## src/hw/id_pkg.sv

```systemverilog
package id_pkg;

  //////////////////////////////////////////////////////////////////////
  // Widths
  //////////////////////////////////////////////////////////////////////

  localparam int unsigned WORD_W     = 32;
  localparam int unsigned REG_ADDR_W = 5;

  // Data and instruction word
  typedef logic [WORD_W-1:0]     word_t;
  // Register file index
  typedef logic [REG_ADDR_W-1:0] reg_addr_t;

  //////////////////////////////////////////////////////////////////////
  // Encodings
  //////////////////////////////////////////////////////////////////////

  // Major opcodes handled by this stage
  typedef enum logic [6:0] {
    OPCODE_OP     = 7'b0110011,
    OPCODE_OP_IMM = 7'b0010011,
    OPCODE_LUI    = 7'b0110111,
    OPCODE_AUIPC  = 7'b0010111,
    OPCODE_BRANCH = 7'b1100011
  } opcode_e;

  // ALU operators, comparisons and divider ops share one space
  typedef enum logic [4:0] {
    ALU_ADD, ALU_SUB, ALU_XOR, ALU_OR, ALU_AND,
    ALU_SLL, ALU_SRL, ALU_SRA,
    ALU_SLT, ALU_SLTU,
    ALU_EQ, ALU_NE, ALU_LT, ALU_GE, ALU_LTU, ALU_GEU,
    ALU_DIV, ALU_DIVU, ALU_REM, ALU_REMU
  } alu_op_e;

  // Operand A source
  typedef enum logic [1:0] {OP_A_REG_A, OP_A_PC, OP_A_ZERO} op_a_sel_e;

  // Operand B source
  typedef enum logic {OP_B_REG_B, OP_B_IMM} op_b_sel_e;

  // Immediate format
  typedef enum logic [1:0] {IMM_I, IMM_U, IMM_B} imm_sel_e;

  // ID/EX state
  typedef enum logic {FIRST_CYCLE, MULTI_CYCLE} id_fsm_e;

endpackage

```

## src/hw/id_ctrl_if.sv

```systemverilog
`timescale 1ns/100ps

interface id_ctrl_if import id_pkg::*; ();

  // ALU control
  alu_op_e   alu_op;
  op_a_sel_e op_a_sel;
  op_b_sel_e op_b_sel;
  imm_sel_e  imm_sel;

  // Instruction class and write enable
  logic      rf_we;
  logic      branch;
  logic      div;
  logic      illegal;

  // Decoder owns every field
  modport decoder (
    output alu_op, op_a_sel, op_b_sel, imm_sel,
    output rf_we, branch, div, illegal
  );

  // Operand selection only
  modport operand (input alu_op, op_a_sel, op_b_sel, imm_sel);

  // Sequencing only
  modport fsm (input rf_we, branch, div, illegal);

endinterface

```

## src/hw/id_decoder.sv

```systemverilog
`timescale 1ns/100ps

module id_decoder import id_pkg::*; #(
  parameter bit rv32e = 1'b0
) (
  input  word_t     instr_i,
  id_ctrl_if.decoder ctrl,
  output reg_addr_t rf_raddr_a_o,
  output reg_addr_t rf_raddr_b_o,
  output reg_addr_t rf_waddr_o
);

  // Instruction fields
  opcode_e   opcode;
  logic [2:0] funct3;
  logic [6:0] funct7;
  reg_addr_t rs1;
  reg_addr_t rs2;
  reg_addr_t rd;

  // Raw decode before legality and x0 masking
  logic dec_we;
  logic dec_illegal;
  logic rs1_used;
  logic rs2_used;
  logic reg_illegal;
  logic insn_illegal;

  assign opcode = opcode_e'(instr_i[6:0]);
  assign rd     = instr_i[11:7];
  assign funct3 = instr_i[14:12];
  assign rs1    = instr_i[19:15];
  assign rs2    = instr_i[24:20];
  assign funct7 = instr_i[31:25];

  // Register file ports follow the fixed field positions
  assign rf_raddr_a_o = rs1;
  assign rf_raddr_b_o = rs2;
  assign rf_waddr_o   = rd;

  //////////////////////////////////////////////////////////////////////
  // Opcode decode
  //////////////////////////////////////////////////////////////////////

  always_comb begin
    ctrl.alu_op   = ALU_ADD;
    ctrl.op_a_sel = OP_A_REG_A;
    ctrl.op_b_sel = OP_B_REG_B;
    ctrl.imm_sel  = IMM_I;
    dec_we        = 1'b0;
    dec_illegal   = 1'b0;
    rs1_used      = 1'b0;
    rs2_used      = 1'b0;
    ctrl.branch   = 1'b0;
    ctrl.div      = 1'b0;
    unique case (opcode)
      OPCODE_OP: begin
        dec_we   = 1'b1;
        rs1_used = 1'b1;
        rs2_used = 1'b1;
        unique case (funct7)
          7'b0000000: begin
            unique case (funct3)
              3'b000:  ctrl.alu_op = ALU_ADD;
              3'b001:  ctrl.alu_op = ALU_SLL;
              3'b010:  ctrl.alu_op = ALU_SLT;
              3'b011:  ctrl.alu_op = ALU_SLTU;
              3'b100:  ctrl.alu_op = ALU_XOR;
              3'b101:  ctrl.alu_op = ALU_SRL;
              3'b110:  ctrl.alu_op = ALU_OR;
              default: ctrl.alu_op = ALU_AND;
            endcase
          end
          7'b0100000: begin
            if (funct3 == 3'b000) ctrl.alu_op = ALU_SUB;
            else if (funct3 == 3'b101) ctrl.alu_op = ALU_SRA;
            else dec_illegal = 1'b1;
          end
          7'b0000001: begin
            // Upper half of M is divide, lower half is multiply (no multiplier here)
            ctrl.div    = funct3[2];
            dec_illegal = ~funct3[2];
            unique case (funct3[1:0])
              2'b00:   ctrl.alu_op = ALU_DIV;
              2'b01:   ctrl.alu_op = ALU_DIVU;
              2'b10:   ctrl.alu_op = ALU_REM;
              default: ctrl.alu_op = ALU_REMU;
            endcase
          end
          default: dec_illegal = 1'b1;
        endcase
      end
      OPCODE_OP_IMM: begin
        dec_we        = 1'b1;
        rs1_used      = 1'b1;
        ctrl.op_b_sel = OP_B_IMM;
        unique case (funct3)
          3'b000: ctrl.alu_op = ALU_ADD;
          3'b010: ctrl.alu_op = ALU_SLT;
          3'b011: ctrl.alu_op = ALU_SLTU;
          3'b100: ctrl.alu_op = ALU_XOR;
          3'b110: ctrl.alu_op = ALU_OR;
          3'b111: ctrl.alu_op = ALU_AND;
          3'b001: begin
            ctrl.alu_op = ALU_SLL;
            dec_illegal = (funct7 != 7'b0000000);
          end
          default: begin
            // Shift right, funct7 picks logical or arithmetic
            ctrl.alu_op = funct7[5] ? ALU_SRA : ALU_SRL;
            dec_illegal = ({funct7[6], funct7[4:0]} != 6'b0);
          end
        endcase
      end
      OPCODE_LUI: begin
        dec_we        = 1'b1;
        ctrl.op_a_sel = OP_A_ZERO;
        ctrl.op_b_sel = OP_B_IMM;
        ctrl.imm_sel  = IMM_U;
      end
      OPCODE_AUIPC: begin
        dec_we        = 1'b1;
        ctrl.op_a_sel = OP_A_PC;
        ctrl.op_b_sel = OP_B_IMM;
        ctrl.imm_sel  = IMM_U;
      end
      OPCODE_BRANCH: begin
        rs1_used     = 1'b1;
        rs2_used     = 1'b1;
        ctrl.branch  = 1'b1;
        // Target cycle uses the B immediate
        ctrl.imm_sel = IMM_B;
        unique case (funct3)
          3'b000:  ctrl.alu_op = ALU_EQ;
          3'b001:  ctrl.alu_op = ALU_NE;
          3'b100:  ctrl.alu_op = ALU_LT;
          3'b101:  ctrl.alu_op = ALU_GE;
          3'b110:  ctrl.alu_op = ALU_LTU;
          3'b111:  ctrl.alu_op = ALU_GEU;
          default: dec_illegal = 1'b1;
        endcase
      end
      default: dec_illegal = 1'b1;
    endcase
  end

  //////////////////////////////////////////////////////////////////////
  // Legality and write enable
  //////////////////////////////////////////////////////////////////////

  // RV32E has only x0..x15
  assign reg_illegal  = rv32e && ((rs1_used && rs1[4]) || (rs2_used && rs2[4]) ||
                                  (dec_we && rd[4]));
  assign insn_illegal = dec_illegal | reg_illegal;
  assign ctrl.illegal = insn_illegal;

  // No write for illegal instructions or x0
  assign ctrl.rf_we = dec_we & ~insn_illegal & (rd != '0);

endmodule

```

## src/hw/id_operand_mux.sv

```systemverilog
`timescale 1ns/100ps

module id_operand_mux import id_pkg::*; (
  input  word_t      instr_i,
  input  word_t      pc_i,
  input  word_t      rf_rdata_a_i,
  input  word_t      rf_rdata_b_i,
  input  logic       second_cycle_i,
  id_ctrl_if.operand ctrl,
  output alu_op_e    alu_operator_o,
  output word_t      alu_operand_a_o,
  output word_t      alu_operand_b_o
);

  word_t imm_i;
  word_t imm_u;
  word_t imm_b;
  word_t imm;

  // Immediate extraction and sign extension
  assign imm_i = {{20{instr_i[31]}}, instr_i[31:20]};
  assign imm_u = {instr_i[31:12], 12'b0};
  assign imm_b = {{19{instr_i[31]}}, instr_i[31], instr_i[7], instr_i[30:25],
                  instr_i[11:8], 1'b0};

  always_comb begin
    unique case (ctrl.imm_sel)
      IMM_U:   imm = imm_u;
      IMM_B:   imm = imm_b;
      default: imm = imm_i;
    endcase
  end

  // Branch target cycle forces PC + B immediate through the adder
  assign alu_operator_o = second_cycle_i ? ALU_ADD : ctrl.alu_op;

  always_comb begin
    if (second_cycle_i) begin
      alu_operand_a_o = pc_i;
    end else begin
      unique case (ctrl.op_a_sel)
        OP_A_PC:   alu_operand_a_o = pc_i;
        OP_A_ZERO: alu_operand_a_o = '0;
        default:   alu_operand_a_o = rf_rdata_a_i;
      endcase
    end
  end

  // Branches decode the B format, so the target cycle takes the selected immediate
  assign alu_operand_b_o = second_cycle_i                 ? imm   :
                           (ctrl.op_b_sel == OP_B_IMM)    ? imm   : rf_rdata_b_i;

endmodule

```

## src/hw/id_ex_fsm.sv

```systemverilog
`timescale 1ns/100ps

module id_ex_fsm import id_pkg::*; (
  input  logic   clk_i,
  input  logic   reset_i,
  input  logic   instr_valid_i,
  input  logic   branch_decision_i,
  input  logic   ex_valid_i,
  id_ctrl_if.fsm ctrl,
  output logic   second_cycle_o,
  output logic   id_in_ready_o,
  output logic   pc_set_o,
  output logic   div_en_o,
  output logic   rf_we_o,
  output logic   illegal_insn_o
);

  id_fsm_e state_q;
  id_fsm_e state_d;

  //////////////////////////////////////////////////////////////////////
  // Next state and outputs
  //////////////////////////////////////////////////////////////////////

  always_comb begin
    state_d        = state_q;
    second_cycle_o = 1'b0;
    id_in_ready_o  = 1'b0;
    pc_set_o       = 1'b0;
    div_en_o       = 1'b0;
    rf_we_o        = 1'b0;
    illegal_insn_o = 1'b0;
    unique case (state_q)
      FIRST_CYCLE: begin
        if (instr_valid_i) begin
          if (ctrl.illegal) begin
            // Retire at once, nothing written
            illegal_insn_o = 1'b1;
            id_in_ready_o  = 1'b1;
          end else if (ctrl.div) begin
            // Kick the divider, then wait for its result
            div_en_o = 1'b1;
            state_d  = MULTI_CYCLE;
          end else if (ctrl.branch) begin
            // Taken branch needs a second cycle for the target
            if (branch_decision_i) state_d = MULTI_CYCLE;
            else id_in_ready_o = 1'b1;
          end else begin
            id_in_ready_o = 1'b1;
            rf_we_o       = ctrl.rf_we;
          end
        end
      end
      MULTI_CYCLE: begin
        if (ctrl.branch) begin
          // Target is on the ALU this cycle
          second_cycle_o = 1'b1;
          pc_set_o       = 1'b1;
          id_in_ready_o  = 1'b1;
          state_d        = FIRST_CYCLE;
        end else if (ctrl.div) begin
          if (ex_valid_i) begin
            id_in_ready_o = 1'b1;
            rf_we_o       = ctrl.rf_we;
            state_d       = FIRST_CYCLE;
          end
        end else begin
          state_d = FIRST_CYCLE; // nothing to finish
        end
      end
      default: state_d = FIRST_CYCLE;
    endcase
  end

  // State register
  always_ff @(posedge clk_i) begin
    if (reset_i) begin
      state_q <= FIRST_CYCLE;
    end else begin
      state_q <= state_d;
    end
  end

endmodule

```

## src/hw/id_stage.sv

```systemverilog
`timescale 1ns/100ps

module id_stage import id_pkg::*; #(
  parameter bit rv32e = 1'b0
) (
  input  logic      clk_i,
  input  logic      reset_i,
  input  logic      instr_valid_i,

  // Instruction, PC and register read data
  input  word_t     instr_rdata_i,
  input  word_t     pc_id_i,
  input  word_t     rf_rdata_a_i,
  input  word_t     rf_rdata_b_i,

  // From the ALU and the divider
  input  logic      branch_decision_i,
  input  logic      ex_valid_i,

  // Control out
  output logic      id_in_ready_o,
  output logic      illegal_insn_o,
  output logic      pc_set_o,
  output logic      div_en_ex_o,

  // ALU
  output alu_op_e   alu_operator_ex_o,
  output word_t     alu_operand_a_ex_o,
  output word_t     alu_operand_b_ex_o,

  // Register file
  output reg_addr_t rf_raddr_a_o,
  output reg_addr_t rf_raddr_b_o,
  output reg_addr_t rf_waddr_id_o,
  output logic      rf_we_id_o
);

  // Decoded control shared by the three blocks
  id_ctrl_if ctrl_if ();

  // Operand override for the branch target cycle
  logic second_cycle;

  id_decoder #(
    .rv32e (rv32e)
  ) id_decoder_inst (
    .instr_i      (instr_rdata_i),
    .ctrl         (ctrl_if.decoder),
    .rf_raddr_a_o (rf_raddr_a_o),
    .rf_raddr_b_o (rf_raddr_b_o),
    .rf_waddr_o   (rf_waddr_id_o)
  );

  id_operand_mux id_operand_mux_inst (
    .instr_i         (instr_rdata_i),
    .pc_i            (pc_id_i),
    .rf_rdata_a_i    (rf_rdata_a_i),
    .rf_rdata_b_i    (rf_rdata_b_i),
    .second_cycle_i  (second_cycle),
    .ctrl            (ctrl_if.operand),
    .alu_operator_o  (alu_operator_ex_o),
    .alu_operand_a_o (alu_operand_a_ex_o),
    .alu_operand_b_o (alu_operand_b_ex_o)
  );

  id_ex_fsm id_ex_fsm_inst (
    .clk_i             (clk_i),
    .reset_i           (reset_i),
    .instr_valid_i     (instr_valid_i),
    .branch_decision_i (branch_decision_i),
    .ex_valid_i        (ex_valid_i),
    .ctrl              (ctrl_if.fsm),
    .second_cycle_o    (second_cycle),
    .id_in_ready_o     (id_in_ready_o),
    .pc_set_o          (pc_set_o),
    .div_en_o          (div_en_ex_o),
    .rf_we_o           (rf_we_id_o),
    .illegal_insn_o    (illegal_insn_o)
  );

endmodule

```

## config.mk

```make
export PLATFORM = sky130hd
export DESIGN_NAME = id_stage
export DESIGN_NICKNAME = d
export VERILOG_FILES = /design/src/hw/id_pkg.sv /design/src/hw/id_ctrl_if.sv /design/src/hw/id_decoder.sv /design/src/hw/id_operand_mux.sv /design/src/hw/id_ex_fsm.sv /design/src/hw/id_stage.sv
export SDC_FILE = /design/constraint.sdc
export NUM_CORES = 1
export LEC_CHECK = 0
export ABC_AREA = 1
export BUFFER_PORTS_ARGS = -buffer_cell sky130_fd_sc_hd__buf_2
export CAP_MARGIN = 30
export CORE_MARGIN = 2
export CORE_UTILIZATION = 25
export CTS_CLUSTER_SIZE = 20
export DETAILED_ROUTE_END_ITERATION = 6
export SLEW_MARGIN = 20
export SYNTH_ARGS = -nofsm -noshare
export SYNTH_HDL_FRONTEND = slang
export SYNTH_SLANG_ARGS = --single-unit
```

## constraint.sdc

```tcl
create_clock -name clk_i -period 13.15 [get_ports clk_i]
set_clock_uncertainty 0.2 [all_clocks]
set_input_delay 3.945 -clock clk_i [delete_from_list [all_inputs] [get_ports clk_i]]
set_output_delay 3.945 -clock clk_i [all_outputs]
set_load 0.005 [all_outputs]
```

### After elaboration in Yosys (flattened, before gate mapping)

Cells that the tools add are included.
W data, S select, Z words.

| word-level totals | value |
|---|---|
| bits in registers | 1 |
| latch bits | 0 |
| bits in writable memories | 0 |
| bits in read-only memories | 0 |
| input port bits | 133 |
| output and inout bits | 89 |
| word-level logic and storage cells | 100 |
| memories | 0 |

| operators by class | value |
|---|---|
| $add $sub $neg | 0 |
| $mul | 0 |
| divide/modulo/power cells | 0 |
| $lt $le $gt $ge | 0 |
| eq/ne operators | 20 |
| shift-type cells | 0 |
| mux-type cells | 63 |
| bitwise operators | 5 |
| reduce and logical (&&, ||, !) cells | 11 |

Operator list:

| kind | count |
|---|---|
| $mux W32 | 3 |
| $pmux W32 S2 | 1 |
| $pmux W31 S2 | 1 |
| $mux W1 | 41 |
| $pmux W5 S7 | 1 |
| $pmux W5 S3 | 2 |
| $pmux W4 S7 | 1 |
| $pmux W4 S6 | 1 |
| $eq A7 B6 Y1 const B | 3 |
| $eq A7 B5 Y1 const B | 2 |
| $eq A3 B3 Y1 const B | 4 |
| $reduce_or A6 Y1 | 2 |
| $mux W5 | 2 |
| $pmux W1 S2 | 4 |
| $pmux W2 S2 | 2 |
| $eq A7 B1 Y1 const B | 1 |
| $eq A7 B7 Y1 const B | 1 |
| $logic_not A7 Y1 | 1 |
| $reduce_bool A7 Y1 | 1 |
| $eq A2 B1 Y1 const B | 3 |
| $eq A2 B2 Y1 const B | 3 |
| $eq A3 B2 Y1 const B | 2 |
| $pmux W2 S3 | 1 |
| $reduce_bool A6 Y1 | 1 |
| 12 further kinds | 15 |

### Longest topological paths before layout

Gate-level depths: netlist (run 1).

| depth | value |
|---|---|
| depth in word-level cells | 13 |
| mapped depth | 15 |
| gate-level depth less buffers | 14 |

### By module

From an unflattened synthesis (run 1), not the netlist that was laid out.

| second synthesis, totals | value |
|---|---|
| cells, all modules | 448 |
| area total of the unflattened synthesis | 2,145.8 um2 |

Modules (own cells, without submodules):

| module | times used | cells each | area each (um2) | seq. area each (um2) |
|---|---|---|---|---|
| id_operand_mux | 1 | 301 | 1,428.9 | 0.0 |
| id_decoder | 1 | 119 | 579.3 | 0.0 |
| id_ex_fsm | 1 | 28 | 137.6 | 20.0 |

### Least setup slack after synthesis (run 1)

Ideal clock, no wire load.

| timing path | value |
|---|---|
| kind | input-to-output |
| from | in instr_rdata_i[1] |
| to | out alu_operand_b_ex_o[21] |
| arrival time | 5.999 ns |
| required time | 9.005 ns |
| slack | 3.006 ns |
| cell stages on the path | 15 |
| path buffers | 2 |
| cells stage by stage | nand2_1 > nor2_4 > nand2_1 > nor3_1 > inv_1 > ha_1 > ha_1 > buf_2 > nor2_1 > nor2_2 > buf_4 > a21oi_1 > nand2_1 > o21ai_0 > inv_1 |

| between the ends | value |
|---|---|
| word-level cells in the longest chain between the ends | 7 |
| elaborated cells on any way between the ends | 16 |
| classes of those cells | 6 x eq/ne; 8 x mux; 2 x reduce/logical |

RTL lines:

| what | RTL line | text |
|---|---|---|
| start: declaration | id_stage.sv:11 | `input word_t instr_rdata_i,` |
| $eq A7 B6 Y1 or $eq A7 B5 Y1 (tied branches) | id_decoder.sv:56 | `unique case (opcode)` |
| $reduce_or A2 Y1 (no line) | - |  |
| $pmux W2 S2 | id_decoder.sv:56 |  |
| $eq A2 B2 Y1 or $eq A2 B1 Y1 (tied branches) | id_operand_mux.sv:27 | `unique case (ctrl.imm_sel)` |
| $pmux W31 S2 | id_operand_mux.sv:27 |  |
| $mux W32 | id_operand_mux.sv:51 | `(ctrl.op_b_sel == OP_B_IMM) ? imm : rf_rdata_b_i;` |
| $mux W32 * | id_operand_mux.sv:50 | `assign alu_operand_b_o = second_cycle_i ? imm :` |
| end: declaration | id_stage.sv:29 | `output word_t alu_operand_b_ex_o,` |

Mark *: on every way between the ends. The rest lies on a longest branch, timed or not.

### Worst setup path after layout (run 1)

| timing path | value |
|---|---|
| from | in instr_rdata_i[6] |
| to | out alu_operand_b_ex_o[21] |

The elaborated chain is that of the path after synthesis.

==> results of run 1 <==
worst reg2reg max path: stages (launching register included):
cell	delay [ns]
dfxtp_1	0.31
inv_1	0.19
nand2_1	0.13
inv_1	0.11
nand4_1	0.10
a21oi_1	0.14
power by group:
part | total (µW) | internal (µW) | switching [µW]
Clock | 0.0000204 | 0.0000204 | 0
Combinational | 64.8 | 34.4 | 30.4
Sequential | 3.10 | 3.10 | 0.000182
how the worst max path moves through the flow:
stage                     slack, ns  cells past startpoint                endpoint
after detailed placement       2.36                     15  alu_operand_b_ex_o[21]
after floorplan                3.01                     15  alu_operand_b_ex_o[21]
after global routing           1.99                     15  alu_operand_b_ex_o[18]
after CTS                      2.35                     15  alu_operand_b_ex_o[18]
after global placement         2.49                     15  alu_operand_b_ex_o[12]
final                          2.35                     14  alu_operand_b_ex_o[21]
cell usage in the layout, fill, tap and decap left out, types with 3 or more instances in the layout:
cell       n
o21ai_2    3
mux2i_1    3
ha_1       4
a32o_1    32
o21ai_1   10
o31ai_1    5
inv_1     50
inv_2      3
nor2_2     4
buf_2    221
o21ai_0   25
a21oi_1   26
nor3_1     5
nand2_1   67
nand3_1   11
nand4_1    3
nor2_1    24
layout make-up:
class | count | area, µm²
Timing Repair Buffer | 221 | 1110
Tap cell | 99 | 124
Antenna cell | 2 | 5.00
Sequential cell | 1 | 20.0
Fill cell | 812 | 4360
Inverter | 53 | 199
Multi-Input combinational cell | 234 | 1360
layer usage:
layer  part of all wire (%)  GRT usage (%)
met1                     38           20.8
met2                     52           36.8
met3                    7.5           2.77
met4                    2.1           3.33
met5                      0              0
logic make-up (layout without fill, tap and decap cells):
group	after synthesis	after routing	synth area share, %
and+or+nand+nor	118	118	28.2
buffers and inverters	88	274	24.9
DFF	1	1	1.09
other	0	2	0
AOI/OAI and AO/OA	108	108	40.7
adders and majority gates	5	5	3.40
muxes	3	3	1.63
per-stage QoR:
step / utilization [%] / cell area [µm²] / worst slack (ns)
6_report: 39.3 / 2820 / 2.35
5_1_grt: 39.2 / 2820 / 1.99
4_1_cts: 39.2 / 2810 / 2.35
3_5_place_dp: 39.2 / 2810 / 2.36
3_3_place_gp: 39.2 / 2810 / 2.49
2_1_floorplan: - / 1840 / 3.01
Yosys cell counts (all sizes together):
master   instances  share of area, %
nor2            31               8.6
a21oi           26               7.1
clkbuf           3              0.61
a32o            32                17
nand4            3               1.0
o2111ai          1              0.48
o21ai           39                12
mux2i            3               1.6
buf             32                13
ha               5               3.4
nand3           11               3.0
o211ai           1              0.41
nand2           68                14
a22oi            2              0.82
o31ai            5               2.0
nor3             5               1.4
a31oi            2              0.68
dfxtp            1               1.1
inv             53                11
==> flow_summary.json, run 1 <==
{
  "status": "complete, no violations",
  "p_per_area_nw_per_um2": 24.1,
  "syn2layout_area_growth_pct": 53.2,
  "grt_max_degree": 43,
  "die_area_um2": 8060,
  "drtIter0Drc": 113,
  "setup_viol": 0,
  "finalNonFillerCells": 610,
  "grtUsageTotal_pct": 18.5,
  "r2r-end": "id_ex_fsm_inst.state_q$_SDFF_PP0_",
  "crit_path_top_delay_cell": "nor2_2",
  "avgSynthCellArea_um2": 5.69,
  "crit_fanout": 19,
  "dp_hpwl_mm": 7.03,
  "ctsResizeCount": 0,
  "cp_data_required_time_ns": 9.01,
  "leakage_uw": 0.00164,
  "top_register": "id_ex_fsm_inst.state_q",
  "worst-path-buf-inv": 4,
  "antenna_found_initial": 1,
  "rsz0062_at_grt": "false",
  "yosysWarnings": 0,
  "ctsHoldBuffers": 0,
  "core_area_um2": 7180,
  "portBuffers": 221,
  "drt-total-wl_mm": 8.39,
  "largestRegisters": "id_ex_fsm_inst.state_q: 1 flops",
  "hp-class": "reg2reg",
  "min_from": "id_ex_fsm_inst.state_q$_SDFF_PP0_",
  "wl_per_cell_um": 13.7,
  "nNetsFinal": 649,
  "cp-start-kind": "primary input",
  "rr_worst_depth": 5,
  "grt_pass1_wl_mm": 12.7,
  "fin_crit_sh_pct": 82.1,
  "routed-via-count": 2939,
  "synth_nets": 461,
  "rrSetupSlack_ns": 11.90,
  "min_path_cells": 4,
  "path_clk_slew_ns": 0,
  "drt_first_pass_iters": 4,
  "drv_cap": 0,
  "grt_pass1_vias": 2609,
  "cp_top_family": "simple AND/OR/NAND/NOR gates",
  "max_freq_ghz": 0.0926,
  "synth_seq_cells": 1,
  "setup.worst_path.start": "instr_rdata_i[6]",
  "synth.distinct_cells": 30,
  "hold_slack_ns": 0.561,
  "seq_area_frac_synth_pct": 1.09,
  "arrival_ns": 6.66,
  "cts_setup_buffers": 0,
  "p_total_uw": 67.8,
  "hold_viol_final": 0,
  "die_w_um": 89.8,
  "fin_crit_ns": 10.80,
  "drcViolationCount": 0,
  "insertion_delay_ns": 0,
  "largest_reg_flops": 1,
  "syn-cell-area_um2": 1840,
  "grt_overflow": 0,
  "io_pins": 222,
  "post-place-cells": 608,
  "drive_gt1_share_pct": 46.6,
  "vias_per_cell": 4.82,
  "hold_end": "id_ex_fsm_inst.state_q$_SDFF_PP0_",
  "tightestPinTransition_ns": 0.889,
  "end_kind": "output pin",
  "rows": 31,
  "drtAntennaViolNets": 0,
  "path_cells": "buf_2, nor2_1, nand2_1, nor3_1, inv_1, ha_1, ha_1, nor2_1, nor2_2, a21oi_1, nand2_1, o21ai_0, inv_1, buf_2",
  "syn_inst": 323,
  "fin_tns_setup_ns": 0,
  "finalMaxSlewViolations": 0,
  "routabilityCongestion": 0.844,
  "worst_ir_drop_vdd_v": 0.00000734,
  "die_h_um": 89.8,
  "slew_headroom_pct": 40.7,
  "crit_type": "in2out",
  "reg2reg_from": "id_ex_fsm_inst.state_q$_SDFF_PP0_",
  "start_util_pct": 25.6,
  "slowest_delay_ns": 0.60
}
Power figures use the tool's default switching activity.
==> run 2: changes to the inputs <==
--- a/config.mk
+++ b/config.mk
@@ -5,13 +5,14 @@
 export SDC_FILE = /design/constraint.sdc
 export NUM_CORES = 1
 export LEC_CHECK = 0
-export ABC_AREA = 1
+export ABC_AREA = 0
 export BUFFER_PORTS_ARGS = -buffer_cell sky130_fd_sc_hd__buf_2
 export CAP_MARGIN = 30
 export CORE_MARGIN = 2
 export CORE_UTILIZATION = 25
 export CTS_CLUSTER_SIZE = 20
 export DETAILED_ROUTE_END_ITERATION = 6
+export PLACE_DENSITY = 0.65
 export SLEW_MARGIN = 20
 export SYNTH_ARGS = -nofsm -noshare
 export SYNTH_HDL_FRONTEND = slang
==> constraint.sdc (replaced) <==
create_clock -name clk_i -period 11.2 [get_ports clk_i]
set_clock_uncertainty 0.2 [all_clocks]
set_input_delay 3.36 -clock clk_i [delete_from_list [all_inputs] [get_ports clk_i]]
set_output_delay 3.36 -clock clk_i [all_outputs]
set_load 0.005 [all_outputs]
==> flow_summary.json, run 2 <==
{
  "synth_nets": 394,
  "largestRegisters": "id_ex_fsm_inst.state_q: 1 flops",
  "syn2layout_area_growth_pct": 60.1,
  "setup_ws_ns": 1.52,
  "cp_data_required_time_ns": 7.64,
  "drcViolationCount": 0,
  "largest_reg_flops": 1,
  "drive_gt1_share_pct": 55.2,
  "crit_fanout": 19,
  "fin_crit_sh_pct": 86.5,
  "fin_tns_setup_ns": 0,
  "end_kind": "output pin",
  "top_register": "id_ex_fsm_inst.state_q",
  "die_h_um": 88.0,
  "syn-cell-area_um2": 1760,
  "synth.most_common_cell": "a22o_1",
  "routabilityCongestion": 0.879,
  "yosysWarnings": 0,
  "hp-class": "reg2reg",
  "synth.distinct_cells": 47,
  "insertion_delay_ns": 0,
  "drtIter0Drc": 85,
  "drt-total-wl_mm": 7.56,
  "synth_top_area_share_pct": 18.4,
  "crit_path_top_delay_cell": "ha_1",
  "diodes": 0,
  "status": "complete, no violations",
  "grt_max_degree": 33,
  "path_clk_slew_ns": 0,
  "ys_async_sr_fraction_pct": 0,
  "antenna_found_initial": 0,
  "synth_seq_cells": 1,
  "hold_slack_ns": 0.631,
  "seq_area_frac_synth_pct": 1.13,
  "grt_pass1_wl_mm": 10.5,
  "worst_ir_drop_vdd_v": 0.0000106,
  "hold_viol_final": 0,
  "rsz0062_at_grt": "false",
  "syn_inst": 256,
  "slew_headroom_pct": 60.5,
  "ys_top_cells_by_count": "a22o_1, inv_1, a21oi_1, mux2i_1, buf_4",
  "rows": 30,
  "routed-via-count": 2603,
  "worst-path-buf-inv": 4,
  "die_area_um2": 7740,
  "finalMaxSlewViolations": 0,
  "grtUsageTotal_pct": 16.4,
  "setup_viol": 0,
  "cp-start-kind": "primary input",
  "drt_first_pass_iters": 4,
  "synth-main-ff-cell": "dfxtp_1",
  "yosysTopAreaCell": "a22o_1",
  "p_per_area_nw_per_um2": 28.2,
  "wl_per_cell_um": 14.0,
  "final_cell_mix": "buf_2, a22o_1, inv_1, a21oi_1, mux2i_1",
  "cp_top_family": "simple AND/OR/NAND/NOR gates",
  "arrival_ns": 6.12,
  "cts_setup_buffers": 0,
  "ctsResizeCount": 0,
  "start_util_pct": 26.0,
  "die_w_um": 88.0,
  "leakage_uw": 0.00161,
  "dp_hpwl_mm": 6.27,
  "grt_pass1_vias": 2204,
  "grt_overflow": 0,
  "tightestPinTransition_ns": 0.593,
  "ctsHoldBuffers": 0,
  "io_pins": 222,
  "drv_cap": 0,
  "core_area_um2": 6790,
  "nNetsFinal": 584,
  "drtAntennaViolNets": 0,
  "post-place-ws_ns": 1.50,
  "synthTopCellsByArea": "a22o_1, mux2i_1, a21oi_1",
  "path_cells": "buf_2, nand2b_1, nor3_1, nand2_1, nor2_1, inv_1, ha_1, ha_1, nor2_1, nor2b_1, buf_4, a21oi_1, mux2i_1, buf_2",
  "synth-edff-count": 0,
  "vias_per_cell": 4.82,
  "fin_crit_ns": 9.68,
  "avgSynthCellArea_um2": 6.89,
  "slowest_delay_ns": 0.44,
  "portBuffers": 221,
  "crit_type": "in2out",
  "max_freq_ghz": 0.103,
  "layout_commonest_cell": "buf_2",
  "fillers": 717
}
==> run 2: changes by cell type in the layout (fill, tap and decap cells not counted), sizes merged, moves of 5 or more <==
cell | before | now
nand2 | 68 | 14
a22o | 0 | 37
a32o | 32 | 0
o21ai | 39 | 8
inv | 53 | 30
nor2 | 31 | 10
mux2i | 3 | 22
mux2 | 0 | 11
nor2b | 0 | 7
nand3 | 11 | 6
==> run 2: metrics by stage <==
stage,area (µm²),cells,util [%],power (µW)
2_1_floorplan,1760,256,-,38.4
3_3_place_gp,2790,538,41.1,78.6
3_5_place_dp,2800,539,41.3,79.2
4_1_cts,2800,539,41.3,79.7
5_1_grt,2820,540,41.6,87.4
6_report,2820,540,41.6,79.6
==> run 2: path summary, 6_finish.rpt <==
kind,from,to,slack [ns],depth (start not counted)
max,instr_rdata_i[6],alu_operand_b_ex_o[14],1.52,14
min,id_ex_fsm_inst.state_q$_SDFF_PP0_,id_ex_fsm_inst.state_q$_SDFF_PP0_,0.63,4
max reg2reg,id_ex_fsm_inst.state_q$_SDFF_PP0_,id_ex_fsm_inst.state_q$_SDFF_PP0_,9.85,4
min reg2reg,id_ex_fsm_inst.state_q$_SDFF_PP0_,id_ex_fsm_inst.state_q$_SDFF_PP0_,0.63,4
==> run 2: tightest hold or removal path, stage by stage, from the launching register on <==
cell	delay, ns
dfxtp_1	0.30
inv_1	0.14
or3_1	0.14
nor3_1	0.04
a21o_1	0.15
==> run 2: cells by family (layout without fill, tap and decap cells) <==
group,after synthesis,in the layout,synth area share (%)
flip-flops,1,1,1.13
XOR/XNOR,1,1,0.497
multiplexers,33,33,19.5
AND/OR/NAND/NOR,63,63,22.1
buffers and inverters,67,255,18.7
AO/OA/AOI/OAI,86,86,34.5
adder cells (fa/ha/maj),5,5,3.55
==> run 2: layout make-up <==
class | count | area [µm²] | share of cell area (%)
multi-input combinational | 188 | 1420 | 50.2
tap | 96 | 120 | 4.25
timing repair buffer | 225 | 1150 | 40.8
inverter | 30 | 113 | 3.99
sequential | 1 | 20.0 | 0.709
==> run 2: metal layers <==
layer | up-vias | routed length (µm) | track usage [%]
met3 | 2 | 496 | 0.660
met5 | - | 0 | 0
met1 | 1182 | 3300 | 23.1
met4 | 0 | 18 | 1.12
met2 | 125 | 3750 | 29.1
li1 | 1294 | - | -
==> run 2: where the power goes <==
part	switching, µW	total [µW]	leakage [µW]	internal (µW)
logic	33.9	76.0	0.00161	42.0
registers	0.000154	3.64	0.00000805	3.64
clock network	0	0	0	0
total	33.9	79.6	0.00161	45.7
